File: config.mk
export PLATFORM = sky130hd
export DESIGN_NAME = loader_write_unpack
export DESIGN_NICKNAME = d
export VERILOG_FILES = /design/src/rtl/host_pkg.sv /design/src/rtl/loader_write_unpack.sv
export SDC_FILE = /design/constraint.sdc
export NUM_CORES = 1
export LEC_CHECK = 0
export ABC_AREA = 1
export BUFFER_PORTS_ARGS = -buffer_cell sky130_fd_sc_hd__buf_2
export CORE_MARGIN = 8
export CORE_UTILIZATION = 35
export DETAILED_ROUTE_END_ITERATION = 10
export GPL_ROUTABILITY_DRIVEN = 0
export MAX_ROUTING_LAYER = met4
export PLACE_DENSITY_LB_ADDON = 0.3
export SYNTH_ARGS = -nofsm -noshare
export SYNTH_HDL_FRONTEND = slang
export SYNTH_SLANG_ARGS = --single-unit
File: constraint.sdc
create_clock -name vclk -period 2.1
set_input_delay 0.21 -clock vclk [all_inputs]
set_output_delay 0.21 -clock vclk [all_outputs]
set_load 0.02 [all_outputs]
File: src/rtl/host_pkg.sv
// shared constants for the host side of the core
// region codes come from address bits 31..28
// the osd window is fixed at 256 x 64 pixels, one bit per pixel

`default_nettype none

package host_pkg;

  // bus geometry
  localparam int BUS_W  = 32;
  localparam int STRB_W = 4;

  ////////////////////
  // region map

  localparam logic [3:0] REGION_RAM  = 4'h1;
  localparam logic [3:0] REGION_REGS = 4'h3;
  localparam logic [3:0] REGION_LOAD = 4'h5;

  // byte offsets inside the register region
  localparam logic [27:0] REG_OSD_CTRL = 28'h000_0000;
  localparam logic [27:0] REG_KBD_LO   = 28'h000_0004;
  localparam logic [27:0] REG_KBD_HI   = 28'h000_0008;
  localparam logic [27:0] REG_EMU_CTRL = 28'h000_000C;

  // loader pages, upper 16 address bits
  localparam logic [15:0] LOAD_PAGE_RAM        = 16'h5000;
  localparam logic [15:0] LOAD_PAGE_BASIC_ROM  = 16'h5001;
  localparam logic [15:0] LOAD_PAGE_CHAR_ROM   = 16'h5002;
  localparam logic [15:0] LOAD_PAGE_KERNAL_ROM = 16'h5003;
  localparam logic [15:0] LOAD_PAGE_DRIVE_ROM  = 16'h5004;
  // cartridge image spans a whole 16 MB block
  localparam logic [7:0]  LOAD_CART_PREFIX     = 8'h51;
  localparam int          LOAD_TARGETS         = 6;

  ////////////////////
  // machine control

  // run, joy1 sel, joy2 sel, cart type
  localparam int EMU_CTRL_W = 7;
  localparam int JOY_W      = 5;
  localparam int KEY_W      = 16;

  ////////////////////
  // osd

  localparam int          OSD_CTRL_W  = 2;
  localparam int          OSD_COLS    = 256;
  localparam int          OSD_ROWS    = 64;
  localparam int          OSD_WORD_AW = $clog2(OSD_COLS / 8 * OSD_ROWS / 4);
  localparam logic [23:0] OSD_FG_RGB  = 24'hFFFFFF;
  localparam logic [23:0] OSD_BG_RGB  = 24'h304050;

  // one bus address seen as region/offset or as page/low half
  typedef union packed {
    struct packed {
      logic [3:0]  region;
      logic [27:0] offset;
    } rgn;
    struct packed {
      logic [15:0] page;
      logic [15:0] low;
    } pg;
  } host_addr_u;

endpackage

`default_nettype wire

File: src/rtl/loader_write_unpack.sv
// byte loader for rom and ram images
// only single-strobe writes reach a target
// outputs are combinational and follow the bus while valid is held

`timescale 1ns/1ps
`default_nettype none

module loader_write_unpack (
  input  logic                              i_load_sel,
  input  logic                              i_bus_valid,
  input  logic [host_pkg::BUS_W-1:0]        i_bus_addr,
  input  logic [host_pkg::BUS_W-1:0]        i_bus_wdata,
  input  logic [host_pkg::STRB_W-1:0]       i_bus_wstrb,
  output logic [host_pkg::BUS_W-1:0]        o_load_addr,
  output logic [7:0]                        o_load_data,
  output logic [host_pkg::LOAD_TARGETS-1:0] o_load_we
);

  import host_pkg::*;

  host_addr_u              addr_u;
  logic                    single;
  logic [LOAD_TARGETS-1:0] target;

  assign addr_u = i_bus_addr;

  always_comb begin
    single      = 1'b1;
    o_load_addr = '0;
    o_load_data = '0;
    target      = '0;

    // byte address is the word address plus the lane
    case (i_bus_wstrb)
      4'b0001: begin
        o_load_addr = {i_bus_addr[31:2], 2'd0};
        o_load_data = i_bus_wdata[7:0];
      end
      4'b0010: begin
        o_load_addr = {i_bus_addr[31:2], 2'd1};
        o_load_data = i_bus_wdata[15:8];
      end
      4'b0100: begin
        o_load_addr = {i_bus_addr[31:2], 2'd2};
        o_load_data = i_bus_wdata[23:16];
      end
      4'b1000: begin
        o_load_addr = {i_bus_addr[31:2], 2'd3};
        o_load_data = i_bus_wdata[31:24];
      end
      default: single = 1'b0;
    endcase

    case (addr_u.pg.page)
      LOAD_PAGE_RAM:        target[0] = 1'b1;
      LOAD_PAGE_BASIC_ROM:  target[1] = 1'b1;
      LOAD_PAGE_CHAR_ROM:   target[2] = 1'b1;
      LOAD_PAGE_KERNAL_ROM: target[3] = 1'b1;
      LOAD_PAGE_DRIVE_ROM:  target[4] = 1'b1;
      default: ;
    endcase
    // cartridge last
    if (addr_u.pg.page[15:8] == LOAD_CART_PREFIX) begin
      target[5] = 1'b1;
    end

    o_load_we = (i_load_sel && i_bus_valid && single) ? target : '0;

    // two memories must never take the same byte
    a_load_we_onehot: assert ($onehot0(o_load_we))
      else $error("loader enable not one-hot: %b", o_load_we);
  end

endmodule

`default_nettype wire

==> results.cfg <==
[worst_hold_path]
min-delay-path-class = in2out
holdCritStartpoint = i_bus_addr[3]

[floorplan]
floorplan.die_area_um2 = 4150
die_w_um = 64.4
pin_count = 116
die_y_um = 64.4
initial_core_util = 0.370
num_rows = 17
core_um2 = 2210

[logic_synthesis]
synth.distinct_cells = 14
yosysSeqAreaShare = 0
yosysMostFrequentCell = nand2_1
netlist.area_leader.share = 0.197
ys_warn_count = 0
synth.area.top_cells = nand2_1 20%, nor2_4 19%, nor2_2 16%, inv_1 15%, nand4_1 8.4%
syn_area_per_cell_um2 = 5.29
yosys.area.top_type = nand2_1
synthTopCellsByCount = 43 x nand2_1, 32 x inv_1, 21 x nor2_2
syn-cell-area_um2 = 820
synthesis.nets = 225
syn_inst = 155

[global_route]
antenna_found_initial = 0
gr-total-overflow = 0
grt_max_degree = 31
grtUsageTotal = 0.150
grt_pass1_vias = 1168
grt_pass1_wl_um = 5240

[place]
dp.cells = 297
dpl.hpwl_um = 2970
port_buffers = 114
place_area_um2 = 1410

[cells_and_area]
n_sequential_cell = 0
final_area_um2 = 1410
num_antenna_cells = 0
layout.nets = 341
syn2layout_area_growth_pct = 71.5
drive_gt1_frac = 0.595
regArea_um2 = 0
clkbuf_count = 0
layoutNonFillerInstCount = 297

[power_and_ir_drop]
p_int_uw = 108
cellLeakagePower_nw = 0.901
p_comb_frac = 1.000
clock_power_share = 0
p_per_area_nw_per_um2 = 198
peakVddDrop_mv = 0.127
finalPower_uw = 278
p_sw_uw = 170
p_seq_frac = 0
p_sw_frac = 0.611

[timing]
rsz0062_at_grt = false
relSlewSlack = 0.372
fin_crit_ns = 1.85
tightest_slew_ns = 0.941
final-setup-viol-count = 0
slew_viol_final = 0
period_share = 0.881
final.setup.tns_ns = 0
whs_ns = 0.742
hold_violations = 0
fmax_mhz = 540

[flow_run]
drv_cap = 0

[critical_path]
cp-start-kind = input pin
crit_slowest_cell = inv_2
critPathLaunch = i_bus_wstrb[2]
path_cells = buf_2 -> inv_2 -> nand2_2 -> nor2_4 -> nor2_1 -> nand2_2 -> inv_2 -> nor2_2 -> buf_2
worstSetupPathType = in2out
critPathRequiredTime_ns = 1.89
cp_top_family = buffers and inverters
crit_path_max_fanout = 30
cp_slowest_stage_delay_ns = 0.68
path_buf_inv = 4
crit_arrival_ns = 1.64
end_kind = output port

[clock_tree]
cts_hold_buf = 0
post-cts-setup-buffers = 0
postCtsResizedCells = 0

[route]
drt_pre_antenna_iters = 4
finalWirelength_um = 3240
via_count = 1239
drt-initial-drc-count = 38
drc = 0
wl_per_cell_um = 10.9
vias_per_cell = 4.17
ant_nets = 0

[status]
status = finished clean
==> metal layers <==
layer	track usage	wire (um)	vias to the layer above
met1	0.158	1290	496
met5	-	0	-
met3	0.0418	271	0
met4	0	0	0
met2	0.284	1680	54
li1	-	-	689
==> worst min-delay path, delay by kind of cell <==
kind                   cells  cell delay (ns)
buffers and inverters      3             0.28
and+or+nand+nor            1             0.03
==> cell usage in the layout (no fill, tap or decap) <==
| cell type | instances |
|---|---|
| buf_2 | 114 |
| nand2_2 | 3 |
| nor2_4 | 14 |
| a21oi_1 | 1 |
| nand3_1 | 5 |
| nand4_1 | 11 |
| nor2_2 | 21 |
| nor2_1 | 15 |
| nand3b_1 | 1 |
| inv_2 | 5 |
| inv_1 | 32 |
| buf_4 | 3 |
| and3_1 | 1 |
| nand2_1 | 43 |
==> kinds of logic (layout without fill, tap and decap cells) <==
| logic type | Yosys count | count (layout) | synth area share |
|---|---|---|---|
| AND/OR/NAND/NOR | 114 | 114 | 0.773 |
| buffers and inverters | 40 | 154 | 0.221 |
| AO/OA/AOI/OAI | 1 | 1 | 0.00610 |
==> area by class of cell <==
cell class         count  area (um2)
fillers              233         807
inverters             37         139
multi-input cells    115         638
well taps             28        35.0
repair buffers       117         593
==> power by group through the flow <==
stage	Clock (mW)	Sequential [mW]	Combinational, mW
floorplan	0	0	0.175
global placement	0	0	0.279
detailed placement	0	0	0.281
CTS	0	0	0.281
global route	0	0	0.302
finish	0	0	0.278
==> final timing paths <==
check             end  slack, ns  cells past startpoint
max    o_load_addr[6]       0.25                      9
min    o_load_addr[3]       0.74                      4
==> per-stage QoR <==
stage | setup WS [ns] | util
6_report | 0.249 | 0.635
5_1_grt | 0.0583 | 0.635
4_1_cts | 0.229 | 0.635
3_5_place_dp | 0.230 | 0.635
3_3_place_gp | 0.231 | 0.635
2_1_floorplan | 0.825 | -
(Power assumes the default switching activity.)
