File: config.mk
export PLATFORM = sky130hd
export DESIGN_NAME = host_bus_decode
export DESIGN_NICKNAME = d
export VERILOG_FILES = /design/src/rtl/host_pkg.sv /design/src/rtl/host_bus_decode.sv
export SDC_FILE = /design/constraint.sdc
export NUM_CORES = 1
export LEC_CHECK = 0
export BUFFER_PORTS_ARGS = -buffer_cell sky130_fd_sc_hd__clkbuf_2
export CAP_MARGIN = 20
export CORE_MARGIN = 3
export CORE_UTILIZATION = 18
export DETAILED_ROUTE_END_ITERATION = 12
export PLACE_DENSITY = 0.76
export SYNTH_ARGS = -nofsm -noshare
export SYNTH_HDL_FRONTEND = slang
export SYNTH_SLANG_ARGS = --single-unit
export TNS_END_PERCENT = 10
File: constraint.sdc
create_clock -name clk -period 0.8 [get_ports clk]
set_input_delay 0.04 -clock clk [delete_from_list [all_inputs] [get_ports clk]]
set_output_delay 0.04 -clock clk [all_outputs]
set_load 0.01 [all_outputs]
File: src/rtl/host_pkg.sv
// shared constants for the host side of the core
// region codes come from address bits 31..28
// the osd window is fixed at 256 x 64 pixels, one bit per pixel

`default_nettype none

package host_pkg;

  // bus geometry
  localparam int BUS_W  = 32;
  localparam int STRB_W = 4;

  ////////////////////
  // region map

  localparam logic [3:0] REGION_RAM  = 4'h1;
  localparam logic [3:0] REGION_REGS = 4'h3;
  localparam logic [3:0] REGION_LOAD = 4'h5;

  // byte offsets inside the register region
  localparam logic [27:0] REG_OSD_CTRL = 28'h000_0000;
  localparam logic [27:0] REG_KBD_LO   = 28'h000_0004;
  localparam logic [27:0] REG_KBD_HI   = 28'h000_0008;
  localparam logic [27:0] REG_EMU_CTRL = 28'h000_000C;

  // loader pages, upper 16 address bits
  localparam logic [15:0] LOAD_PAGE_RAM        = 16'h5000;
  localparam logic [15:0] LOAD_PAGE_BASIC_ROM  = 16'h5001;
  localparam logic [15:0] LOAD_PAGE_CHAR_ROM   = 16'h5002;
  localparam logic [15:0] LOAD_PAGE_KERNAL_ROM = 16'h5003;
  localparam logic [15:0] LOAD_PAGE_DRIVE_ROM  = 16'h5004;
  // cartridge image spans a whole 16 MB block
  localparam logic [7:0]  LOAD_CART_PREFIX     = 8'h51;
  localparam int          LOAD_TARGETS         = 6;

  ////////////////////
  // machine control

  // run, joy1 sel, joy2 sel, cart type
  localparam int EMU_CTRL_W = 7;
  localparam int JOY_W      = 5;
  localparam int KEY_W      = 16;

  ////////////////////
  // osd

  localparam int          OSD_CTRL_W  = 2;
  localparam int          OSD_COLS    = 256;
  localparam int          OSD_ROWS    = 64;
  localparam int          OSD_WORD_AW = $clog2(OSD_COLS / 8 * OSD_ROWS / 4);
  localparam logic [23:0] OSD_FG_RGB  = 24'hFFFFFF;
  localparam logic [23:0] OSD_BG_RGB  = 24'h304050;

  // one bus address seen as region/offset or as page/low half
  typedef union packed {
    struct packed {
      logic [3:0]  region;
      logic [27:0] offset;
    } rgn;
    struct packed {
      logic [15:0] page;
      logic [15:0] low;
    } pg;
  } host_addr_u;

endpackage

`default_nettype wire

File: src/rtl/host_bus_decode.sv
// cpu bus decoder with a registered one-cycle ready
// unmapped regions, and ram words beyond RAM_WORDS, never get ready
// ram accesses wait out any cycle with an osd fetch

`timescale 1ns/1ps
`default_nettype none

module host_bus_decode #(
  parameter int RAM_WORDS = 1024
) (
  input  logic                        clk,
  input  logic                        rst,
  input  logic                        i_bus_valid,
  input  logic [host_pkg::BUS_W-1:0]  i_bus_addr,
  input  logic [host_pkg::STRB_W-1:0] i_bus_wstrb,
  input  logic [host_pkg::BUS_W-1:0]  i_ram_rdata,
  input  logic [host_pkg::BUS_W-1:0]  i_reg_rdata,
  input  logic                        i_osd_busy,
  output logic                        o_bus_ready,
  output logic [host_pkg::BUS_W-1:0]  o_bus_rdata,
  output logic                        o_ram_sel,
  output logic                        o_reg_wr,
  output logic                        o_load_sel
);

  import host_pkg::*;

  host_addr_u addr_u;
  logic       ram_hit;
  logic       ready_d;
  logic       ready_q;

  assign addr_u = i_bus_addr;

  // word index must land inside the shared ram
  assign ram_hit = (addr_u.rgn.region == REGION_RAM) &&
                   (addr_u.rgn.offset[27:2] < 26'(RAM_WORDS));

  assign o_ram_sel  = i_bus_valid && ram_hit;
  assign o_reg_wr   = i_bus_valid && (addr_u.rgn.region == REGION_REGS) &&
                      (i_bus_wstrb == {STRB_W{1'b1}});
  assign o_load_sel = (addr_u.rgn.region == REGION_LOAD) && (|i_bus_wstrb);

  ////////////////////
  // ready

  always_comb begin
    case (addr_u.rgn.region)
      REGION_RAM:  ready_d = ram_hit && !i_osd_busy && !ready_q && i_bus_valid;
      REGION_REGS: ready_d = !ready_q && i_bus_valid;
      REGION_LOAD: ready_d = !ready_q && i_bus_valid;
      default:     ready_d = 1'b0;
    endcase
  end

  // drops again after one cycle so the master can release valid
  always_ff @(posedge clk) begin
    if (rst) begin
      ready_q <= 1'b0;
    end else begin
      ready_q <= ready_d;
    end
  end

  assign o_bus_ready = ready_q;

  ////////////////////
  // read data

  always_comb begin
    case (addr_u.rgn.region)
      REGION_RAM:  o_bus_rdata = i_ram_rdata;
      REGION_REGS: o_bus_rdata = i_reg_rdata;
      default:     o_bus_rdata = '0;
    endcase
  end

  // the master must still hold its request when we acknowledge it
  a_ready_with_valid: assert property (
    @(posedge clk) disable iff (rst) o_bus_ready |-> i_bus_valid
  ) else $error("bus ready without valid");

endmodule

`default_nettype wire

==> metrics.txt, run 1 <==
outcome=complete, but fails checks; failing checks=negative setup slack; pin count of the biggest net entering global routing=28; min cycle time layout=about 1.1 ns; f_max=a little over 0.9 GHz; Worst Path Max Fanout=7; Crit path arrival time=between 1 and 1.5 ns; Mapped Cells=59; Initial Util=19.6%; Slew headroom=between 70 and 80%; Cell Area, Synth=around 510 um^2; antenna diode count=0; crit path kind=input port to output pin; max reg flops=1; Startpoint Class=input port; Hold/Removal Path Class=input port to flip-flop; Iter 0 DRT Violations=29; pwr dens=405 nW/um^2; DP Area=1230 um^2; chip height=roughly 60 um; Post-synth EDFFs=0; IR drop worst, VDD=0.371 mV; initial antenna violation count=0; #FFs+latches synth=1; share of the synthesized area in the top cell type=55.2%; final non-filler cell total=between 200 and 250; PortBufs=127; crit end category=output pin; cell taking the most area after synthesis=a22o_1; vias in the first global route=1065; Top delay family on crit path=buffers and inverters; Setup-failing EPs final=36; Worst-Skew Late Latency=0 ns; dpl cells=about 220; ys flop type=dfxtp_1; setup tns final=-8.94 ns; warnings from Yosys=0; Hold WS=0.339 ns; Row Count=18; # fillers=about 280; Worst path slowest cell=nor3b_4; max cap viols=0; Final Cycle Share=137%; Post-synth ARST share=0%; total track usage=15.8%; first-pass GRT wire length=4520 um; synth cell count leaders=32 x a22o_1, 5 x nor4_1, 3 x buf_2, 3 x buf_6, 3 x nand3_1; DR pass1 iterations=3; CP Data Required Time=roughly 0.76 ns; total core area=2590 um^2; die width=59.1 um; leakage power=0.804 nW; worst slew pin tran=about 0.35 ns; Core Util, Final=50.5%; ranking of synthesized cells by area=a22o_1 55%, buf_6 6.7%, nor4_1 6.2%; vias post-DR=about 1100; Unique masters post-synth=16; final hold vios=0; final WL=roughly 3100 um; Final WS setup=-0.293 ns; Hold-fix buffers, CTS=0; layout cells sized above 1=~76%; GPL Wtd Cong=0.720; Critical path buffers and inverters=4; DR WL/cell=14.0 um; most frequent cell after synthesis=a22o_1; grt total ovfl=0; CP peak stage delay=0.23 ns; CP Cell Sequence=buf_8 > nand2b_4 > nor3b_4 > buf_6 > clkbuf_16 > a22o_1 > buf_2; CTS clock-pin slew for the worst setup and hold paths=0 ns; Tot Pwr=about 0.53 mW; post-route cell area=1310 um^2; antenna-violating nets left=0; Worst Skew=0 ns; post-synthesis average cell area=approximately 8.6 um^2; pre-CTS setup slack=-0.301 ns; Area growth, synth to finish=158%; DR DRC count=0; Seq/Total Area, Yosys=under 10%; I/O pin total=140; Max Slew Vio Count=0; Die Area=3500 um^2; net count after synthesis=~160; RSZ-0062 raised after global routing=yes; Vias/cell=4.86; post-DP HPWL=2580 um; nets=297
## final cells by class
| cell class | count | area (um^2) | area share, % |
|---|---|---|---|
| flip-flops and latches | 1 | 20.0 | 1.53 |
| well taps | 30 | 37.5 | 2.87 |
| multi-input cells | 52 | 465 | 35.6 |
| repair buffers | 138 | 786 | 60.0 |
## cell usage in the layout (no fill, tap or decap)
cell,count
nor2_2,1
buf_8,1
nor4_1,5
dfxtp_1,1
buf_2,26
clkbuf_16,1
xor2_1,1
and3_1,1
and4_1,1
a22o_1,32
nand3_1,2
nand2b_4,1
nor4b_4,1
nor4b_2,2
nor3b_4,1
buf_12,2
buf_4,4
nor2_1,1
o21ai_1,1
buf_6,4
nand3_2,1
nand4b_1,1
clkbuf_2,100
## worst paths after layout
kind | from | endpoint | slack, ns | cells past startpoint
worst max-delay path | i_bus_addr[31] | o_bus_rdata[29] | -0.29 | 7
worst min register to register | o_bus_ready | o_bus_ready | 0.57 | 3
worst max register to register | o_bus_ready | o_bus_ready | -0.08 | 3
worst min-delay path | i_bus_addr[19] | o_bus_ready | 0.34 | 4
## report_power, final
part / switching, mW / total (mW) / internal [mW] / leakage [nW]
Clock: 0 / 0 / 0 / 0
Combinational: 0.186 / 0.477 / 0.291 / 0.796
Sequential: 0.000665 / 0.0526 / 0.0519 / 0.00809
Total: 0.187 / 0.530 / 0.343 / 0.804
## tightest hold or removal path: cells and delay by family
kind | cells | cell delay, ns
and+or+nand+nor | 2 | 0.10
buffers and inverters | 1 | 0.07
AOI/OAI and AO/OA | 1 | 0.06
## per-layer routing
| layer | wire length [um] | GRT usage, % | share of wire (%) | vias to the layer above |
|---|---|---|---|---|
| met1 | 1140 | 19.2 | 37 | 465 |
| li1 | - | - | - | 526 |
| met4 | 17 | 0.971 | 0.55 | 0 |
| met5 | 0 | 0 | 0 | - |
| met2 | 1510 | 29.5 | 49 | 82 |
| met3 | 433 | 3.49 | 14 | 2 |
## kinds of logic (layout without fill, tap and decap cells)
logic type,count (synthesis),in the layout,synth area share [%]
xor+xnor,1,1,1.72
flops,1,1,3.94
compound gates,33,33,56.2
buf+inv,6,138,9.60
simple gates,18,18,28.6
## timing repair
action                                  CTS  global route
hold endpoints to repair                  0             0
gates resized for setup                   5            31
endpoints found under the setup margin   36            36
cloned                                    1             1
setup buffers                             2             0
pin swaps                                 6             6
Note: power is estimated with default switching activity, not from simulation.
==> run 2, diff against run 1 <==
Settings changed: SKIP_LAST_GASP set to 1.
==> run 2 against run 1 <==
  * Final cell count up 0.45%
  * Largest cell class unchanged
  * The flow still finishes with violations (negative setup slack)
  * Sequential share of layout area about the same
  * Maximum frequency down 0.58%
  * Critical endpoint is now o_bus_rdata[9]
==> metrics.txt, run 2 (synthesis gave the netlist of run 1 again) <==
die width=59.1 um; Slew headroom=about 76%; pwr dens=between 400 and 500 nW/um^2; Startpoint Class=input port; Core Util, Final=50.9%; Worst Skew=0 ns; Vias/cell=between 4 and 5; r2r worst-path depth=3; reg2reg setup slack=-0.06 ns; Worst-Skew Late Latency=0 ns; Die Area=3500 um^2; outcome=complete, but fails checks; GPL Wtd Cong=roughly 0.72; Crit path arrival time=1.06 ns; Final WS setup=-0.299 ns; IR drop worst, VDD=0.384 mV; leakage power=0.794 nW; CP Data Required Time=0.76 ns; RSZ-0062 raised after global routing=yes; chip height=59.1 um; dpl cells=about 220; Worst Path Max Fanout=5; setup tns final=-9.40 ns; Row Count=18; DR WL/cell=13.9 um; vias in the first global route=1065; most common cell after layout, fill and taps aside=clkbuf_2; Initial Util=between 10% and 20%; PortBufs=roughly 130; I/O pin total=between 100 and 150; reg2reg start=o_bus_ready; Area growth, synth to finish=160%; Setup-failing EPs final=36; max reg flops=1; final non-filler cell total=222; vias post-DR=1076; crit path kind=input port to output pin; antenna diode count=0; hold depth=4; Iter 0 DRT Violations=42; crit path from=i_bus_addr[29]; pin count of the biggest net entering global routing=28; final WL=3080 um; CP peak stage delay=0.36 ns; first-pass GRT wire length=4490 um; initial antenna violation count=0; CTS clock-pin slew for the worst setup and hold paths=0 ns; grt total ovfl=0; Hold WS=0.328 ns; Hold/Removal Path Class=input port to flip-flop; total track usage=15.7%; total core area=2590 um^2; max cap viols=0; DR pass1 iterations=3; Tot Pwr=between 0.5 and 0.6 mW; most frequent cells in the layout=120 x clkbuf_2, 32 x a22o_1, 6 x buf_2; nets=298; crit end category=output pin; min cycle time layout=1.10 ns; most used cell, CP=clkbuf_2; Final Cycle Share=137%; worst slew pin tran=0.350 ns; Setup crit end=o_bus_rdata[9]; Worst R2R End=o_bus_ready; CP Cell Sequence=clkbuf_2 > nor4b_4 > buf_4 > buf_12 > a22o_1 > clkbuf_2; Max Slew Vio Count=0; antenna-violating nets left=0; DR DRC count=0; final hold vios=0; Worst path slowest cell=nor4b_4; post-DP HPWL=2580 um; layout cells sized above 1=75.5%; f_max=0.910 GHz; failing checks=negative setup slack
run 2: cell count changes in the layout (fill, tap and decap cells not counted):
| cell | previous run | this run |
|---|---|---|
| buf_12 | 2 | 3 |
| buf_2 | 26 | 6 |
| buf_6 | 4 | 5 |
| buf_8 | 1 | 0 |
| clkbuf_2 | 100 | 120 |
| nor4b_1 | 0 | 1 |
| nor4b_2 | 2 | 1 |
run 2: worst min path at each step:
stage                        start          end
global placement    i_bus_addr[19]  o_bus_ready
detailed placement  i_bus_addr[19]  o_bus_ready
CTS                 i_bus_addr[19]  o_bus_ready
floorplan           i_bus_addr[29]   o_load_sel
finish              i_bus_addr[19]  o_bus_ready
global route        i_bus_addr[24]  o_bus_ready
run 2: final cells by class:
cell class | instances | area [um^2]
fill | 272 | 1270
multi-input combinational | 52 | 459
sequential | 1 | 20.0
tap | 30 | 37.5
timing repair buffer | 139 | 802
run 2: stage by stage:
stage / instance area, um^2 / setup slack, ns
final: 1320 / -0.299
after global routing: 1320 / -0.352
after CTS: 1280 / -0.300
after detailed placement: 1230 / -0.301
after global placement: 1230 / -0.299
after floorplan: 528 / -0.0511
run 2: power breakdown:
part	internal [mW]	switching, mW
Clock	0	0
Combinational	0.293	0.187
Sequential	0.0519	0.000657
Total	0.345	0.187
run 2: worst max-delay path, delay by kind of cell:
kind	cells	cell delay [ns]
buffers and inverters	4	0.54
AND/OR/NAND/NOR	1	0.36
AO/OA/AOI/OAI	1	0.12
run 2: timing repair:
action                     4_1_cts  5_1_grt
gates resized for setup          2       14
cloned                           1        1
setup endpoints to repair       36       36
pin swaps                        3        5
hold buffers                     0        0
setup buffers                    2        1
run 2: per-layer routing:
metal | global-route usage, % | share of wire (%)
met5 | 0 | 0
met2 | 29.2 | 48
met3 | 3.49 | 14
met4 | 0.971 | 0.55
met1 | 19.1 | 37
