## config.mk

```make
export PLATFORM = sky130hd
export DESIGN_NAME = osd_overlay
export DESIGN_NICKNAME = d
export VERILOG_FILES = /design/src/rtl/host_pkg.sv /design/src/rtl/osd_overlay.sv
export SDC_FILE = /design/constraint.sdc
export NUM_CORES = 1
export LEC_CHECK = 0
export CAP_MARGIN = 20
export CORE_MARGIN = 1
export CORE_UTILIZATION = 60
export CTS_CLUSTER_DIAMETER = 100
export DETAILED_ROUTE_END_ITERATION = 8
export DONT_BUFFER_PORTS = 1
export PLACE_DENSITY = 0.87
export SKIP_LAST_GASP = 1
export SYNTH_ARGS = -nofsm -noshare
export SYNTH_HDL_FRONTEND = slang
export SYNTH_SLANG_ARGS = --single-unit
```

## constraint.sdc

```tcl
create_clock -name clk -period 1.89 [get_ports clk]
set_input_delay 0.0945 -clock clk [delete_from_list [all_inputs] [get_ports clk]]
set_output_delay 0.0945 -clock clk [all_outputs]
set_load 0.005 [all_outputs]
```

## src/rtl/host_pkg.sv

```systemverilog
// shared constants for the host side of the core
// region codes come from address bits 31..28
// the osd window is fixed at 256 x 64 pixels, one bit per pixel

`default_nettype none

package host_pkg;

  // bus geometry
  localparam int BUS_W  = 32;
  localparam int STRB_W = 4;

  ////////////////////
  // region map

  localparam logic [3:0] REGION_RAM  = 4'h1;
  localparam logic [3:0] REGION_REGS = 4'h3;
  localparam logic [3:0] REGION_LOAD = 4'h5;

  // byte offsets inside the register region
  localparam logic [27:0] REG_OSD_CTRL = 28'h000_0000;
  localparam logic [27:0] REG_KBD_LO   = 28'h000_0004;
  localparam logic [27:0] REG_KBD_HI   = 28'h000_0008;
  localparam logic [27:0] REG_EMU_CTRL = 28'h000_000C;

  // loader pages, upper 16 address bits
  localparam logic [15:0] LOAD_PAGE_RAM        = 16'h5000;
  localparam logic [15:0] LOAD_PAGE_BASIC_ROM  = 16'h5001;
  localparam logic [15:0] LOAD_PAGE_CHAR_ROM   = 16'h5002;
  localparam logic [15:0] LOAD_PAGE_KERNAL_ROM = 16'h5003;
  localparam logic [15:0] LOAD_PAGE_DRIVE_ROM  = 16'h5004;
  // cartridge image spans a whole 16 MB block
  localparam logic [7:0]  LOAD_CART_PREFIX     = 8'h51;
  localparam int          LOAD_TARGETS         = 6;

  ////////////////////
  // machine control

  // run, joy1 sel, joy2 sel, cart type
  localparam int EMU_CTRL_W = 7;
  localparam int JOY_W      = 5;
  localparam int KEY_W      = 16;

  ////////////////////
  // osd

  localparam int          OSD_CTRL_W  = 2;
  localparam int          OSD_COLS    = 256;
  localparam int          OSD_ROWS    = 64;
  localparam int          OSD_WORD_AW = $clog2(OSD_COLS / 8 * OSD_ROWS / 4);
  localparam logic [23:0] OSD_FG_RGB  = 24'hFFFFFF;
  localparam logic [23:0] OSD_BG_RGB  = 24'h304050;

  // one bus address seen as region/offset or as page/low half
  typedef union packed {
    struct packed {
      logic [3:0]  region;
      logic [27:0] offset;
    } rgn;
    struct packed {
      logic [15:0] page;
      logic [15:0] low;
    } pg;
  } host_addr_u;

endpackage

`default_nettype wire

```

## src/rtl/osd_overlay.sv

```systemverilog
// one-bit-per-pixel osd window over the core video
// window is x < 256 and y < 64, or y < 8 in short mode
// each pixel shows the bit for the column before it

`timescale 1ns/1ps
`default_nettype none

module osd_overlay (
  input  logic                             clk,
  input  logic                             rst,
  input  logic                             i_vid_de,
  input  logic                             i_vid_hs,
  input  logic                             i_vid_vs,
  input  logic [23:0]                      i_core_rgb,
  input  logic [host_pkg::OSD_CTRL_W-1:0]  i_osd_ctrl,
  input  logic [host_pkg::BUS_W-1:0]       i_ram_rdata,
  output logic                             o_osd_fetch,
  output logic [host_pkg::OSD_WORD_AW-1:0] o_osd_word_addr,
  output logic [23:0]                      o_vid_rgb
);

  import host_pkg::*;

  logic [8:0]  x_q;
  logic [8:0]  y_q;
  logic        y_in;
  logic        in_window;
  logic [10:0] byte_addr;
  logic        fetch_q;
  logic [1:0]  lane_q;
  logic [7:0]  lane_byte;
  logic [7:0]  shift_q;
  logic        pix;

  ////////////////////
  // beam position

  always_ff @(posedge clk) begin
    if (rst || i_vid_vs) begin
      x_q <= '0;
      y_q <= '0;
    end else if (i_vid_hs) begin
      x_q <= '0;
      // count a line only if it had visible pixels
      if (x_q != '0) begin
        y_q <= y_q + 9'd1;
      end
    end else if (i_vid_de && x_q != '1) begin
      x_q <= x_q + 9'd1;
    end
  end

  // short mode keeps one text row
  assign y_in      = i_osd_ctrl[1] ? (y_q < 9'd8) : (y_q < 9'(OSD_ROWS));
  assign in_window = i_osd_ctrl[0] && i_vid_de && (x_q < 9'(OSD_COLS)) && y_in;

  ////////////////////
  // glyph fetch

  // row * 32 + x / 8
  assign byte_addr       = {y_q[5:0], x_q[7:3]};
  assign o_osd_word_addr = byte_addr[10:2];
  assign o_osd_fetch     = in_window && (x_q[2:0] == 3'd0);

  always_ff @(posedge clk) begin
    if (rst) begin
      fetch_q <= 1'b0;
      lane_q  <= '0;
    end else begin
      fetch_q <= o_osd_fetch;
      lane_q  <= byte_addr[1:0];
    end
  end

  // lane 0 sits in bits 7..0
  assign lane_byte = i_ram_rdata[{lane_q, 3'b000} +: 8];

  ////////////////////
  // pixel shifter

  // msb goes out straight from the ram, the rest through the shifter
  always_ff @(posedge clk) begin
    if (rst || i_vid_hs) begin
      shift_q <= '0;
    end else if (fetch_q) begin
      shift_q <= {lane_byte[6:0], 1'b0};
    end else begin
      shift_q <= {shift_q[6:0], 1'b0};
    end
  end

  assign pix = fetch_q ? lane_byte[7] : shift_q[7];

  always_comb begin
    if (!i_vid_de) begin
      o_vid_rgb = '0;
    end else if (in_window) begin
      o_vid_rgb = pix ? OSD_FG_RGB : OSD_BG_RGB;
    end else begin
      o_vid_rgb = i_core_rgb;
    end
  end

endmodule

`default_nettype wire

```

==> results of run 1 <==
## layout by cell type, fill, tap and decap left out, drive strengths merged, types with 2 or more instances in the layout
cell          n
a21oi         5
nor2b         4
xor2          8
nand3         4
dlygate4sd3   3
clkbuf        4
o21ai         6
o211ai        2
or3           6
nand2         5
mux2i        11
nor2         22
mux4          6
buf          15
inv           4
dfxtp        28
ha            4
xnor2         2
or4           3
nand4         6
o21a         24
or2           2
and2          2
## power by group through the flow
stage                     Clock, mW  Sequential [mW]  Combinational, mW
after floorplan                   0            0.609             0.0971
after global placement            0            0.609              0.105
after detailed placement          0            0.609              0.109
after CTS                     0.299            0.596              0.127
after global routing          0.318            0.594              0.139
final                         0.293            0.593              0.131
## path summary, 6_finish.rpt
path / start / endpoint / depth (start not counted)
worst max register to register: x_q[0] / x_q[5] / 7
worst min register to register: shift_q[5] / shift_q[6] / 2
worst min-delay path: i_vid_hs / y_q[2] / 3
worst max-delay path: y_q[3] / o_vid_rgb[8] / 6
## worst min-delay path, delay by kind of cell
family	cells	cell delay, ns
compound gates	1	0.07
xor+xnor	1	0.07
simple gates	1	0.07
## metrics by stage
| step | cells | setup slack (ns) |
|---|---|---|
| 2_1_floorplan | 189 | 0.203 |
| 3_3_place_gp | 206 | 0.130 |
| 3_5_place_dp | 206 | 0.0217 |
| 4_1_cts | 216 | 0.000351 |
| 5_1_grt | 221 | -0.00413 |
| 6_report | 221 | 0.0561 |
## layout make-up
type,count,area share
timing repair buffer,18,0.0839
clock buffer,4,0.0192
inverter,4,0.00793
sequential,28,0.303
multi-input combinational,136,0.565
tap,31,0.0205
## sequential cells by signal (all words and copies together), names as in the netlist
signal   cells
fetch_q      1
lane_q       2
shift_q      7
x_q          9
y_q          9
## logic make-up (layout without fill, tap and decap cells)
kind of cell / Yosys count / count (layout)
AND/OR/NAND/NOR: 62 / 62
AO/OA/AOI/OAI: 42 / 43
flip-flops: 28 / 28
buffers and inverters: 26 / 26
multiplexers: 17 / 17
XOR/XNOR: 10 / 10
adder cells (fa/ha/maj): 4 / 4
## metal layers
metal / up-vias / routed length, µm
met3: 6 / 243
li1: 681 / -
met2: 53 / 1980
met4: 0 / 59
met1: 669 / 1700
met5: - / 0
## what timing repair did
| action | CTS | global route |
|---|---|---|
| setup buffers | 3 | 3 |
| setup endpoints to repair | 22 | 28 |
| pin swaps | 2 | 3 |
| gates cloned | 0 | 2 |
| hold endpoints to repair | 8 | 0 |
| hold buffers | 3 | 0 |
| resized for setup | 4 | 13 |
==> out/metrics.cfg, run 1 <==
[pwr]
pwr-share-clk = 0.288
seqPwrFrac = 0.583
combPwrFrac = 0.129
leakagePower_nw = 0.651
switching_share = 0.237
internal-power_mw = 0.776
peakVddDrop_uv = 519
power_mw = 1.02
powerDensity_mw_per_mm2 = 537
p_switching_mw = 0.241

[clocking]
cts_tree = yes
cts_made_buffers = 3
h-tree-depth = 1
clk_pin_slew_ns = 0.14
clockBufferDepth = 2
ctsRootBufferMaster = clkbuf_4
clkLatencyLatePin_ns = 0.34
cts_sinks = 28

[layout]
postLayoutCellArea_mm2 = 0.00189
final_layout_size_suffix_gt1_frac = 0.258
antenna_cells = 0
filler_cell_count = 215
area_growth_pct = 6.54
regArea_um2 = 574
fin_util = 0.681
nets = 258
multi_input_area_mm2 = 0.00107

[logic_synthesis]
yosys_warnings = 0
synthTopCellsByCount = dfxtp_1 (28), o21a_1 (24), nor2_1 (22), buf_4 (11), mux2i_1 (11)
synthFlopType = dfxtp_1
syn_nets = 256
yosys.cell_count.top_type = dfxtp_1
synthArstFlopShare = 0
synth_edf_count = 0
synth_compound_area_frac = 0.175
synth_xor_area_frac = 0.0493
ys_ff_latch = 28
synth.area.mux_share = 0.138
synthesis.instances = 189
synth_area_leader_cell = dfxtp_1
synth_area_leaders = dfxtp_1 (32%), o21a_1 (10%), mux4_2 (7.6%)
synthAdderAreaFrac = 0.0281
synth_top_area_frac = 0.315
synth-simple-area-share = 0.197
synth_cell_types = 42
avgSynthCellArea_um2 = 9.41
synth_area_mm2 = 0.00178
synth_top_family_by_area = simple AND/OR/NAND/NOR gates
synth.yosys.seq_area_share = 0.315

[floorplan]
dieArea_mm2 = 0.00318
core.rowCount = 19
pin_count = 97
start_util = 0.639
die_w_um = 56.4
die_height_um = 56.4
core_area_mm2 = 0.00278

[route]
dr.pass1.iters = 4
wl_um = 3980
ant_nets = 0
wl_per_cell_um = 18.0
dr_total_vias = 1409
drc = 0
vias_per_cell = 6.38
drt_iter0_markers = 63

[grt]
grt_pass1_vias = 1360
gr-total-overflow = 0
grt_start_max_net_pins = 20
grt-busiest-layer = met2
grt_use_met2 = 0.413
grt_pass1_wl_um = 6330
use_met3 = 0.0691
grtUsageMet1 = 0.326
antenna_found_initial = 0
grt_usage = 0.253

[critical_path]
crit_path_start_kind = flop
critical_path.top_delay_family = compound AO/OA/AOI/OAI gates
cp-end-kind = output port
crit_buf_inv = 2
critPathKind = flop to output port
worstPathArrival_ns = 1.74
cp_cell_sequence = o31ai_2 -> and4b_2 -> buf_4 -> a31oi_4 -> buf_12 -> o21a_1
slowest_delay_ns = 0.35
cp_data_required_time_ns = 1.80
slowest_stage = dfxtp_2
worstPathMaxFanout = 18
r2r_slack_ns = 0.12

[timing]
max_slew_margin = 0.774
max_freq_ghz = 0.545
fin_crit_sh = 0.970
slew_viol_final = 0
rsz0062_at_grt = yes
fin_setup_tns_ns = 0
setup_violations = 0
clock_skew_ns = 0.00404
whs_ns = 0.00540
hold_violations = 0
worstMarginPinSlew_ns = 0.330
min_period_ns = 1.83

[placed_design]
gp_congestion = 0.837
port_buffers = 0
dp_hpwl_um = 3010
post_dp_cell_area_mm2 = 0.00172

[outcome]
status = completed

[job]
maxCapViolCount = 0

[hold_path]
holdCritPathClass = primary input to flop

(Power assumes the default switching activity.)
==> run 2, diff against run 1 <==
Settings changed: HOLD_SLACK_MARGIN from default to 0.15.
==> run 2 against run 1 <==
Final cell count up 8.6%. Power is 3.9% higher. Clock power up 2%. Maximum frequency down 0.18%. Utilization increased by 6.7 points. Non-clock buffer count rose by 19. Hold slack gained 0.15 ns. Clock skew is 0.0015 ns lower. Highest routed layer unchanged.
==> out/metrics.cfg, run 2 (synthesized netlist as in run 1, its figures left out) <==
[outcome]
status = completed

[layout]
most-common-layout-cells = o21a_1 (24), nor2_1 (22), dfxtp_1 (21), dlygate4sd3_1 (21), buf_4 (14)
multi_input_area_mm2 = 0.00107
biggestRegsByFlops = x_q (9), y_q (9), shift_q (7)
nets = 277
area_growth_pct = 17.1
antenna_cells = 0
regArea_um2 = 574
postLayoutCellArea_mm2 = 0.00208
final_layout_size_suffix_gt1_frac = 0.239
layout_commonest_cell = o21a_1
filler_cell_count = 194

[clocking]
clkLatencyLatePin_ns = 0.34
clockBufferDepth = 2
ctsRootBufferMaster = clkbuf_4
clk_pin_slew_ns = 0.15
cts_sinks = 28
cts_made_buffers = 3
h-tree-depth = 1
cts_tree = yes

[hold_path]
holdCritPathClass = primary input to flop

[timing]
hold_violations = 0
whs_ns = 0.155
worstMarginPinSlew_ns = 0.335
max_freq_ghz = 0.544
slew_viol_final = 0
min_period_ns = 1.84
clock_skew_ns = 0.00255
rsz0062_at_grt = yes
fin_crit_sh = 0.972
setup_violations = 0
fin_setup_tns_ns = 0
max_slew_margin = 0.771

[grt]
grt_start_max_net_pins = 20
grt_usage = 0.276
grt_pass1_vias = 1462
antenna_found_initial = 0
gr-total-overflow = 0
grt_pass1_wl_um = 6870

[pwr]
peakVddDrop_uv = 538
pwr-share-clk = 0.282
combPwrFrac = 0.156
p_switching_mw = 0.255
powerDensity_mw_per_mm2 = 507
seqPwrFrac = 0.562
leakagePower_nw = 0.732
power_mw = 1.06
internal-power_mw = 0.801
switching_share = 0.242

[critical_path]
worstPathArrival_ns = 1.74
cp_data_required_time_ns = 1.80
crit_path_start_kind = flop
cp-end-kind = output port
critPathKind = flop to output port
worstPathMaxFanout = 18

[floorplan]
core.rowCount = 19
pin_count = 97
core_area_mm2 = 0.00278
dieArea_mm2 = 0.00318
start_util = 0.639
die_height_um = 56.4
die_w_um = 56.4

[route]
drc = 0
drt_iter0_markers = 121
vias_per_cell = 6.30
ant_nets = 0
dr_total_vias = 1511
dr.pass1.iters = 4
wl_per_cell_um = 18.3
wl_um = 4390

[placed_design]
port_buffers = 0
dp_hpwl_um = 3010
post_dp_cell_area_mm2 = 0.00172
gp_congestion = 0.837

[job]
maxCapViolCount = 0

## run 2: final timing paths
path / depth (start not counted) / to / startpoint / slack (ns)
hold / removal: 3 / shift_q[2] / i_ram_rdata[9] / 0.15
setup reg to reg: 7 / x_q[5] / x_q[0] / 0.11
hold reg to reg: 2 / shift_q[6] / shift_q[5] / 0.51
setup / recovery: 6 / o_vid_rgb[0] / y_q[3] / 0.05
## run 2: area by class of cell
cell class	count	share of cell area
clock buffer	4	0.0174
sequential	28	0.276
multi-input combinational	136	0.514
tap	31	0.0186
inverter	4	0.00721
timing repair buffer	37	0.166
## run 2: power by group through the flow
stage	combinational [mW]	clock, mW	sequential, mW
final	0.165	0.298	0.594
after global routing	0.175	0.318	0.594
after CTS	0.158	0.299	0.596
after detailed placement	0.109	0	0.609
after global placement	0.105	0	0.609
after floorplan	0.0971	0	0.609
## run 2: routing by layer
layer / up-vias / wire length, µm / global-route usage
li1: 717 / - / -
met1: 726 / 1880 / 0.347
met2: 64 / 2240 / 0.474
met3: 4 / 243 / 0.0691
met4: 0 / 35 / 0.0627
met5: - / 0 / 0
## run 2: metrics by stage
step | std cells | utilization | setup slack (ns)
finish | 240 | 0.749 | 0.0527
global route | 240 | 0.749 | -0.00438
CTS | 234 | 0.724 | 0.000351
detailed placement | 206 | 0.618 | 0.0217
global placement | 206 | 0.618 | 0.130
floorplan | 189 | - | 0.203
## run 2: timing repair
item,4_1_cts,5_1_grt
setup endpoints to repair,22,28
buffers inserted,3,4
gates cloned,0,2
resized for setup,4,13
hold buffers,21,0
endpoints found under the hold margin,25,0
pin swaps,2,3
## run 2: critical path, cell delays in order, from the launching register on
cell and delay, ns:
dfxtp_2 0.35, o31ai_2 0.24, and4b_2 0.28, buf_4 0.13
a31oi_4 0.10, buf_12 0.17, o21a_1 0.13
