## config.mk

```make
export PLATFORM = sky130hd
export DESIGN_NAME = host_ctrl_regs
export DESIGN_NICKNAME = d
export VERILOG_FILES = /design/src/rtl/host_pkg.sv /design/src/rtl/host_ctrl_regs.sv
export SDC_FILE = /design/constraint.sdc
export NUM_CORES = 1
export LEC_CHECK = 0
export BUFFER_PORTS_ARGS = -buffer_cell sky130_fd_sc_hd__buf_2
export CAP_MARGIN = 20
export CORE_UTILIZATION = 44
export CTS_BUF_LIST = sky130_fd_sc_hd__clkbuf_8
export DETAILED_ROUTE_END_ITERATION = 16
export GPL_ROUTABILITY_DRIVEN = 0
export PLACE_DENSITY = 0.88
export SYNTH_ARGS = -nofsm -noshare
export SYNTH_HDL_FRONTEND = slang
export SYNTH_SLANG_ARGS = --single-unit
```

## constraint.sdc

```tcl
create_clock -name clk -period 2.45 [get_ports clk]
set_clock_uncertainty 0.1 [all_clocks]
set_input_delay 0.3675 -clock clk [delete_from_list [all_inputs] [get_ports clk]]
set_output_delay 0.3675 -clock clk [all_outputs]
set_load 0.005 [all_outputs]
```

## src/rtl/host_pkg.sv

```systemverilog
// shared constants for the host side of the core
// region codes come from address bits 31..28
// the osd window is fixed at 256 x 64 pixels, one bit per pixel

`default_nettype none

package host_pkg;

  // bus geometry
  localparam int BUS_W  = 32;
  localparam int STRB_W = 4;

  ////////////////////
  // region map

  localparam logic [3:0] REGION_RAM  = 4'h1;
  localparam logic [3:0] REGION_REGS = 4'h3;
  localparam logic [3:0] REGION_LOAD = 4'h5;

  // byte offsets inside the register region
  localparam logic [27:0] REG_OSD_CTRL = 28'h000_0000;
  localparam logic [27:0] REG_KBD_LO   = 28'h000_0004;
  localparam logic [27:0] REG_KBD_HI   = 28'h000_0008;
  localparam logic [27:0] REG_EMU_CTRL = 28'h000_000C;

  // loader pages, upper 16 address bits
  localparam logic [15:0] LOAD_PAGE_RAM        = 16'h5000;
  localparam logic [15:0] LOAD_PAGE_BASIC_ROM  = 16'h5001;
  localparam logic [15:0] LOAD_PAGE_CHAR_ROM   = 16'h5002;
  localparam logic [15:0] LOAD_PAGE_KERNAL_ROM = 16'h5003;
  localparam logic [15:0] LOAD_PAGE_DRIVE_ROM  = 16'h5004;
  // cartridge image spans a whole 16 MB block
  localparam logic [7:0]  LOAD_CART_PREFIX     = 8'h51;
  localparam int          LOAD_TARGETS         = 6;

  ////////////////////
  // machine control

  // run, joy1 sel, joy2 sel, cart type
  localparam int EMU_CTRL_W = 7;
  localparam int JOY_W      = 5;
  localparam int KEY_W      = 16;

  ////////////////////
  // osd

  localparam int          OSD_CTRL_W  = 2;
  localparam int          OSD_COLS    = 256;
  localparam int          OSD_ROWS    = 64;
  localparam int          OSD_WORD_AW = $clog2(OSD_COLS / 8 * OSD_ROWS / 4);
  localparam logic [23:0] OSD_FG_RGB  = 24'hFFFFFF;
  localparam logic [23:0] OSD_BG_RGB  = 24'h304050;

  // one bus address seen as region/offset or as page/low half
  typedef union packed {
    struct packed {
      logic [3:0]  region;
      logic [27:0] offset;
    } rgn;
    struct packed {
      logic [15:0] page;
      logic [15:0] low;
    } pg;
  } host_addr_u;

endpackage

`default_nettype wire

```

## src/rtl/host_ctrl_regs.sv

```systemverilog
// osd control, keyboard mask and emulator control registers
// only full-word writes land; byte writes are ignored
// only the emulator control word reads back

`timescale 1ns/1ps
`default_nettype none

module host_ctrl_regs (
  input  logic                            clk,
  input  logic                            rst,
  input  logic                            i_reg_wr,
  input  logic [host_pkg::BUS_W-1:0]      i_bus_addr,
  input  logic [host_pkg::BUS_W-1:0]      i_bus_wdata,
  input  logic [host_pkg::KEY_W-1:0]      i_cont1_key,
  input  logic [host_pkg::KEY_W-1:0]      i_cont2_key,
  output logic [host_pkg::BUS_W-1:0]      o_reg_rdata,
  output logic [host_pkg::OSD_CTRL_W-1:0] o_osd_ctrl,
  output logic [63:0]                     o_keyboard_mask,
  output logic                            o_emu_rst,
  output logic [host_pkg::JOY_W-1:0]      o_joy1,
  output logic [host_pkg::JOY_W-1:0]      o_joy2,
  output logic [1:0]                      o_cart_type
);

  import host_pkg::*;

  logic [OSD_CTRL_W-1:0] osd_ctrl_q;
  logic [63:0]           kbd_mask_q;
  logic [EMU_CTRL_W-1:0] emu_ctrl_q;
  logic [27:0]           reg_offset;

  // select 1 is controller 1, select 2 is controller 2
  function automatic logic [JOY_W-1:0] joy_route(
    input logic [1:0]       sel,
    input logic [KEY_W-1:0] key1,
    input logic [KEY_W-1:0] key2
  );
    case (sel)
      2'd1:    return key1[JOY_W-1:0];
      2'd2:    return key2[JOY_W-1:0];
      default: return '0;
    endcase
  endfunction

  assign reg_offset = i_bus_addr[27:0];

  ////////////////////
  // register writes

  always_ff @(posedge clk) begin
    if (rst) begin
      osd_ctrl_q <= '0;
      kbd_mask_q <= '0;
      emu_ctrl_q <= '0;
    end else if (i_reg_wr) begin
      case (reg_offset)
        REG_OSD_CTRL: osd_ctrl_q         <= i_bus_wdata[OSD_CTRL_W-1:0];
        REG_KBD_LO:   kbd_mask_q[31:0]   <= i_bus_wdata;
        REG_KBD_HI:   kbd_mask_q[63:32]  <= i_bus_wdata;
        REG_EMU_CTRL: emu_ctrl_q         <= i_bus_wdata[EMU_CTRL_W-1:0];
        default: ;
      endcase
    end
  end

  assign o_reg_rdata = (reg_offset == REG_EMU_CTRL) ? BUS_W'(emu_ctrl_q) : '0;

  ////////////////////
  // machine outputs

  assign o_osd_ctrl      = osd_ctrl_q;
  assign o_keyboard_mask = kbd_mask_q;

  // machine held in reset until the run bit is set
  assign o_emu_rst   = ~emu_ctrl_q[0];
  assign o_cart_type = emu_ctrl_q[6:5];

  assign o_joy1 = joy_route(emu_ctrl_q[2:1], i_cont1_key, i_cont2_key);
  assign o_joy2 = joy_route(emu_ctrl_q[4:3], i_cont1_key, i_cont2_key);

endmodule

`default_nettype wire

```

==> results of run 1 <==
[area by class of cell]
type | count | share of cell area
multi-input cells | 297 | 0.372
flip-flops and latches | 73 | 0.333
repair buffers | 169 | 0.205
clock buffers | 11 | 0.0345
well taps | 99 | 0.0282
clock inverters | 5 | 0.0234
inverters | 5 | 0.00427
[state kept, by name, indices dropped and copies added (netlist names)]
register and flops:
emu_ctrl_q 7, o_keyboard_mask 64, o_osd_ctrl 2
[stage by stage]
step	area, sq um	utilization
floorplan	3470	-
finish	4390	0.599
global route	4390	0.599
detailed placement	4140	0.564
CTS	4390	0.599
global placement	4140	0.564
[cell families (layout without fill, tap and decap cells)]
| group | Yosys count | count (layout) | share of synthesized area |
|---|---|---|---|
| AO/OA/AOI/OAI | 138 | 138 | 0.212 |
| adder cells (fa/ha/maj) | 4 | 4 | 0.0148 |
| buffers and inverters | 69 | 190 | 0.112 |
| flip-flops | 73 | 73 | 0.432 |
| multiplexers | 9 | 9 | 0.0266 |
| other | 1 | 25 | 0.00111 |
| AND/OR/NAND/NOR | 121 | 121 | 0.202 |
[placed cells by master (no fill, tap or decap), drive strengths merged]
cell    count
buf       169
dfxtp      73
nand3      67
o21ai      64
a21oi      64
conb       25
nand2b     16
nor2       12
clkbuf     11
a22oi      10
mux2i       9
and2        7
inv         6
nor4        6
ha          4
nand4       3
bufinv      3
and4        3
and3b       2
or4         2
nand2       1
nor3        1
or3         1
clkinv      1
[worst max-delay path: stages]
cell and delay (ns):
buf_2 0.10, nor4_2 0.30, nand4_1 0.35, nor3_1 0.28, buf_4 0.18, and2_1 0.13, buf_2 0.11
[power breakdown]
group	total [mW]	switching, mW	internal [mW]
logic	0.128	0.0720	0.0559
registers	1.19	0.00000000162	1.19
clock network	1.15	0.422	0.731
total	2.47	0.494	1.97
[per-layer routing]
layer	part of all wire	track usage
met3	0.074	0.0466
met2	0.51	0.421
met4	0.0098	0.0678
met5	0	0
met1	0.40	0.265
[path summary, 6_finish.rpt]
path / startpoint / to / slack (ns) / depth (start not counted)
setup / recovery: i_bus_addr[1] / o_reg_rdata[2] / 0.16 / 7
hold / removal: i_bus_wdata[28] / o_keyboard_mask[28] / 0.20 / 3
setup reg to reg: o_keyboard_mask[56] / o_keyboard_mask[56] / 1.65 / 2
hold reg to reg: o_keyboard_mask[7] / o_keyboard_mask[7] / 0.37 / 2
==> results.json, run 1 <==
{
  "max-vdd-ir-drop_uv": 310,
  "vias": 3551,
  "p_leak_nw": 1.95,
  "regArea_sq_um": 1460,
  "total_power_mw": 2.47,
  "synth_area_sq_um": 3380,
  "cts_resized": 0,
  "syn_area_per_cell_sq_um": 8.15,
  "fill_cells": 680,
  "htree_levels": 3,
  "min_period_ns": 2.29,
  "cp_max_fo": 7,
  "critPathKind": "input pin to output port",
  "ys_ff_latch": 73,
  "synth_commonest_cells": "73 x dfxtp_1, 67 x nand3_1, 64 x a21oi_1, 64 x o21ai_0",
  "ys_warn_count": 0,
  "routedWlPerCell_microns": 14.4,
  "synthCells": 415,
  "worstHoldPathType": "input pin to flop",
  "endpoint_kind": "output port",
  "ctsLongestPathBuffers": 2,
  "fin_setup_tns_ns": 0,
  "worstSetupStartpointType": "input pin",
  "synthFlopType": "dfxtp_1",
  "fmax_mhz": 436,
  "post-route-period-util": 0.937,
  "status": "finished, final reports clean",
  "fin_ws_ns": 0.155,
  "die_w_microns": 89.7,
  "grt.overflow.total": 0,
  "fp.dieArea_sq_um": 8040,
  "drv_slew": 0,
  "syn_to_final_growth_pct": 29.8,
  "root_buffer": "clkbuf_8",
  "start_util": 0.462,
  "cts_setup_buffers": 0,
  "cp.required_ns": 1.98,
  "whs_ns": 0.197,
  "drt_wl_total_microns": 9520,
  "clkLatencyLatePin_ns": 0.32,
  "clock_sinks": 73,
  "viasPerCell": 5.39,
  "place_hpwl_microns": 6660,
  "first_pass_iters": 5,
  "grt_pass1_wl_microns": 14100,
  "place_ws_ns": 0.150,
  "multi_input_area_sq_um": 1630,
  "rows": 31,
  "synth_edf_count": 0,
  "worst_pin_slew_ns": 0.684,
  "final_cells": 659,
  "finalSetupViolCount": 0,
  "grtUsageTotal": 0.228,
  "relSlewSlack": 0.544,
  "grt_setup_unrepaired": "no",
  "synth.top_cell.area_share": 0.432,
  "yosysUniqueCellTypes": 26,
  "placed_cells": 643,
  "synth_largest_area_cell": "dfxtp_1",
  "arrival_ns": 1.83,
  "antenna_found_initial": 0,
  "grt_max_degree": 65,
  "pin_count": 210,
  "first_global_vias": 3085,
  "cap_violations": 0,
  "postRouteAntennaNets": 0,
  "portBuffers": 158,
  "clk_transition_reported_paths_ns": 0.08,
  "drive_above_1_share": 0.339,
  "yosysMostFrequentCell": "dfxtp_1",
  "drt_iter0_drc": 177,
  "insertedDiodeCount": 0,
  "nNetsFinal": 658,
  "post-route-drc-count": 0,
  "ys_seq_area_frac": 0.432,
  "coreArea_sq_um": 7330,
  "hold_viol": 0,
  "cts_tree": "built",
  "cts_hold_buffers": 0,
  "async_flop_share": 0,
  "numCtsBuffers": 9,
  "synthTopCellsByArea": "dfxtp_1 43%, nand3_1 9.9%, a21oi_1 9.5%",
  "dieHeight_microns": 89.7,
  "p_per_area_nw_per_um2": 562
}
No activity file was read; power rests on OpenSTA's default activity.
==> run 2, diff against run 1 <==
--- a/config.mk
+++ b/config.mk
@@ -11,7 +11,7 @@
 export CTS_BUF_LIST = sky130_fd_sc_hd__clkbuf_8
 export DETAILED_ROUTE_END_ITERATION = 16
 export GPL_ROUTABILITY_DRIVEN = 0
-export PLACE_DENSITY = 0.88
+export PLACE_DENSITY = 0.82
 export SYNTH_ARGS = -nofsm -noshare
 export SYNTH_HDL_FRONTEND = slang
 export SYNTH_SLANG_ARGS = --single-unit
==> run 2 against run 1 <==
Compared with the run above: setup slack improved by 0.024 ns; clock-buffer cell count decreased by 1; hold slack is essentially flat; highest routed layer unchanged; routed wire length increased by 2.2%; combinational power is essentially flat; non-clock buffer count rose by 1.
==> results.json, run 2 (same netlist as run 1, synthesis figures left out) <==
{
  "first_global_vias": 3198,
  "nNetsFinal": 659,
  "cts_setup_buffers": 0,
  "cts_tree": "built",
  "dieHeight_microns": 89.7,
  "crit_chain": "buf_2, nor4_2, nand4_1, nor3_1, buf_4, and2_1, buf_2",
  "status": "finished, final reports clean",
  "die_w_microns": 89.7,
  "ctsLongestPathBuffers": 2,
  "post-route-period-util": 0.927,
  "drt_iter0_drc": 135,
  "max-vdd-ir-drop_uv": 339,
  "fin_ws_ns": 0.180,
  "pin_count": 210,
  "arrival_ns": 1.80,
  "cp_max_fo": 7,
  "crit_family": "simple AND/OR/NAND/NOR gates",
  "fmax_mhz": 440,
  "crit_start": "i_bus_addr[9]",
  "regArea_sq_um": 1460,
  "insertedDiodeCount": 0,
  "worstHoldPathType": "input pin to flop",
  "cap_violations": 0,
  "relSlewSlack": 0.525,
  "hold_viol": 0,
  "place_ws_ns": 0.0809,
  "root_buffer": "clkbuf_8",
  "multi_input_area_sq_um": 1630,
  "fill_cells": 688,
  "clock_sinks": 73,
  "vias": 3613,
  "clkLatencyLatePin_ns": 0.33,
  "cts_resized": 0,
  "start_util": 0.462,
  "coreArea_sq_um": 7330,
  "min_period_ns": 2.27,
  "portBuffers": 158,
  "drv_slew": 0,
  "endpoint_kind": "output port",
  "routedWlPerCell_microns": 14.7,
  "post-route-drc-count": 0,
  "whs_ns": 0.198,
  "place_hpwl_microns": 6870,
  "rows": 31,
  "cpPeakStageDelay_ns": 0.32,
  "numCtsBuffers": 9,
  "r2r-start": "emu_ctrl_q[4]",
  "p_per_area_nw_per_um2": 510,
  "grtUsageTotal": 0.239,
  "p_leak_nw": 1.93,
  "clk_transition_reported_paths_ns": 0.07,
  "grt_max_degree": 66,
  "final_common_cell": "buf_2",
  "first_pass_iters": 4,
  "fp.dieArea_sq_um": 8040,
  "largest_reg_flops": 64,
  "grt_setup_unrepaired": "no",
  "critPathKind": "input pin to output port",
  "postRouteAntennaNets": 0,
  "worst_pin_slew_ns": 0.712,
  "crit_path_frequent_cell": "buf_2",
  "finalSetupViolCount": 0,
  "viasPerCell": 5.47,
  "antenna_found_initial": 0,
  "fin_setup_tns_ns": 0,
  "drive_above_1_share": 0.337,
  "grt.overflow.total": 0,
  "worstSetupStartpointType": "input pin",
  "most-common-layout-cells": "158 x buf_2, 73 x dfxtp_1, 67 x nand3_1",
  "cts_hold_buffers": 0,
  "htree_levels": 3,
  "drt_wl_total_microns": 9720,
  "cp.required_ns": 1.98,
  "hp-start": "i_bus_wdata[25]",
  "cpMaxStageDelayCell": "nor4_2",
  "syn_to_final_growth_pct": 27.7,
  "grt_pass1_wl_microns": 14600,
  "cp_num_buf_inv": 3
}
run 2: changes by cell type in the layout (fill, tap and decap cells not counted):
cell       change
buf_4          +2
bufinv_16      -2
clkinv_2       +2
inv_1          +2
buf_12         -1
clkbuf_8       -1
clkinv_4       -1
run 2: through the flow:
stage / total power [mW] / instance area (sq um) / utilization / std cells
final: 2.20 / 4320 / 0.589 / 660
after global routing: 2.30 / 4320 / 0.589 / 660
after CTS: 2.23 / 4320 / 0.589 / 660
after detailed placement: 1.34 / 4130 / 0.564 / 644
after global placement: 1.33 / 4130 / 0.564 / 644
after floorplan: 1.28 / 3470 / - / 439
run 2: layer usage:
metal / vias up / share of wire / global-route usage
met5: - / 0 / 0
met4: 0 / 0.015 / 0.111
met3: 14 / 0.068 / 0.0521
met2: 177 / 0.51 / 0.426
met1: 1716 / 0.40 / 0.271
li1: 1706 / - / -
run 2: worst register-to-register path, stage by stage, from the launching register on:
cell,delay [ns]
dfxtp_1,0.38
nand2b_1,0.07
mux2i_1,0.15
run 2: worst paths after layout:
path | to | slack (ns) | cells after the start
setup / recovery | o_reg_rdata[3] | 0.18 | 7
hold / removal | o_keyboard_mask[25] | 0.20 | 3
setup reg to reg | emu_ctrl_q[4] | 1.68 | 2
hold reg to reg | o_keyboard_mask[62] | 0.37 | 2
run 2: area by class of cell:
type / instances / area share
multi-input combinational: 297 / 0.378
sequential: 73 / 0.338
timing repair buffer: 170 / 0.207
clock buffer: 10 / 0.0319
tap: 99 / 0.0287
clock inverter: 6 / 0.0119
inverter: 5 / 0.00434
run 2: power breakdown:
group / total, mW / internal (mW) / switching [mW]
combinational: 0.126 / 0.0559 / 0.0704
sequential: 1.19 / 1.19 / 0.00000000162
clock: 0.890 / 0.484 / 0.406
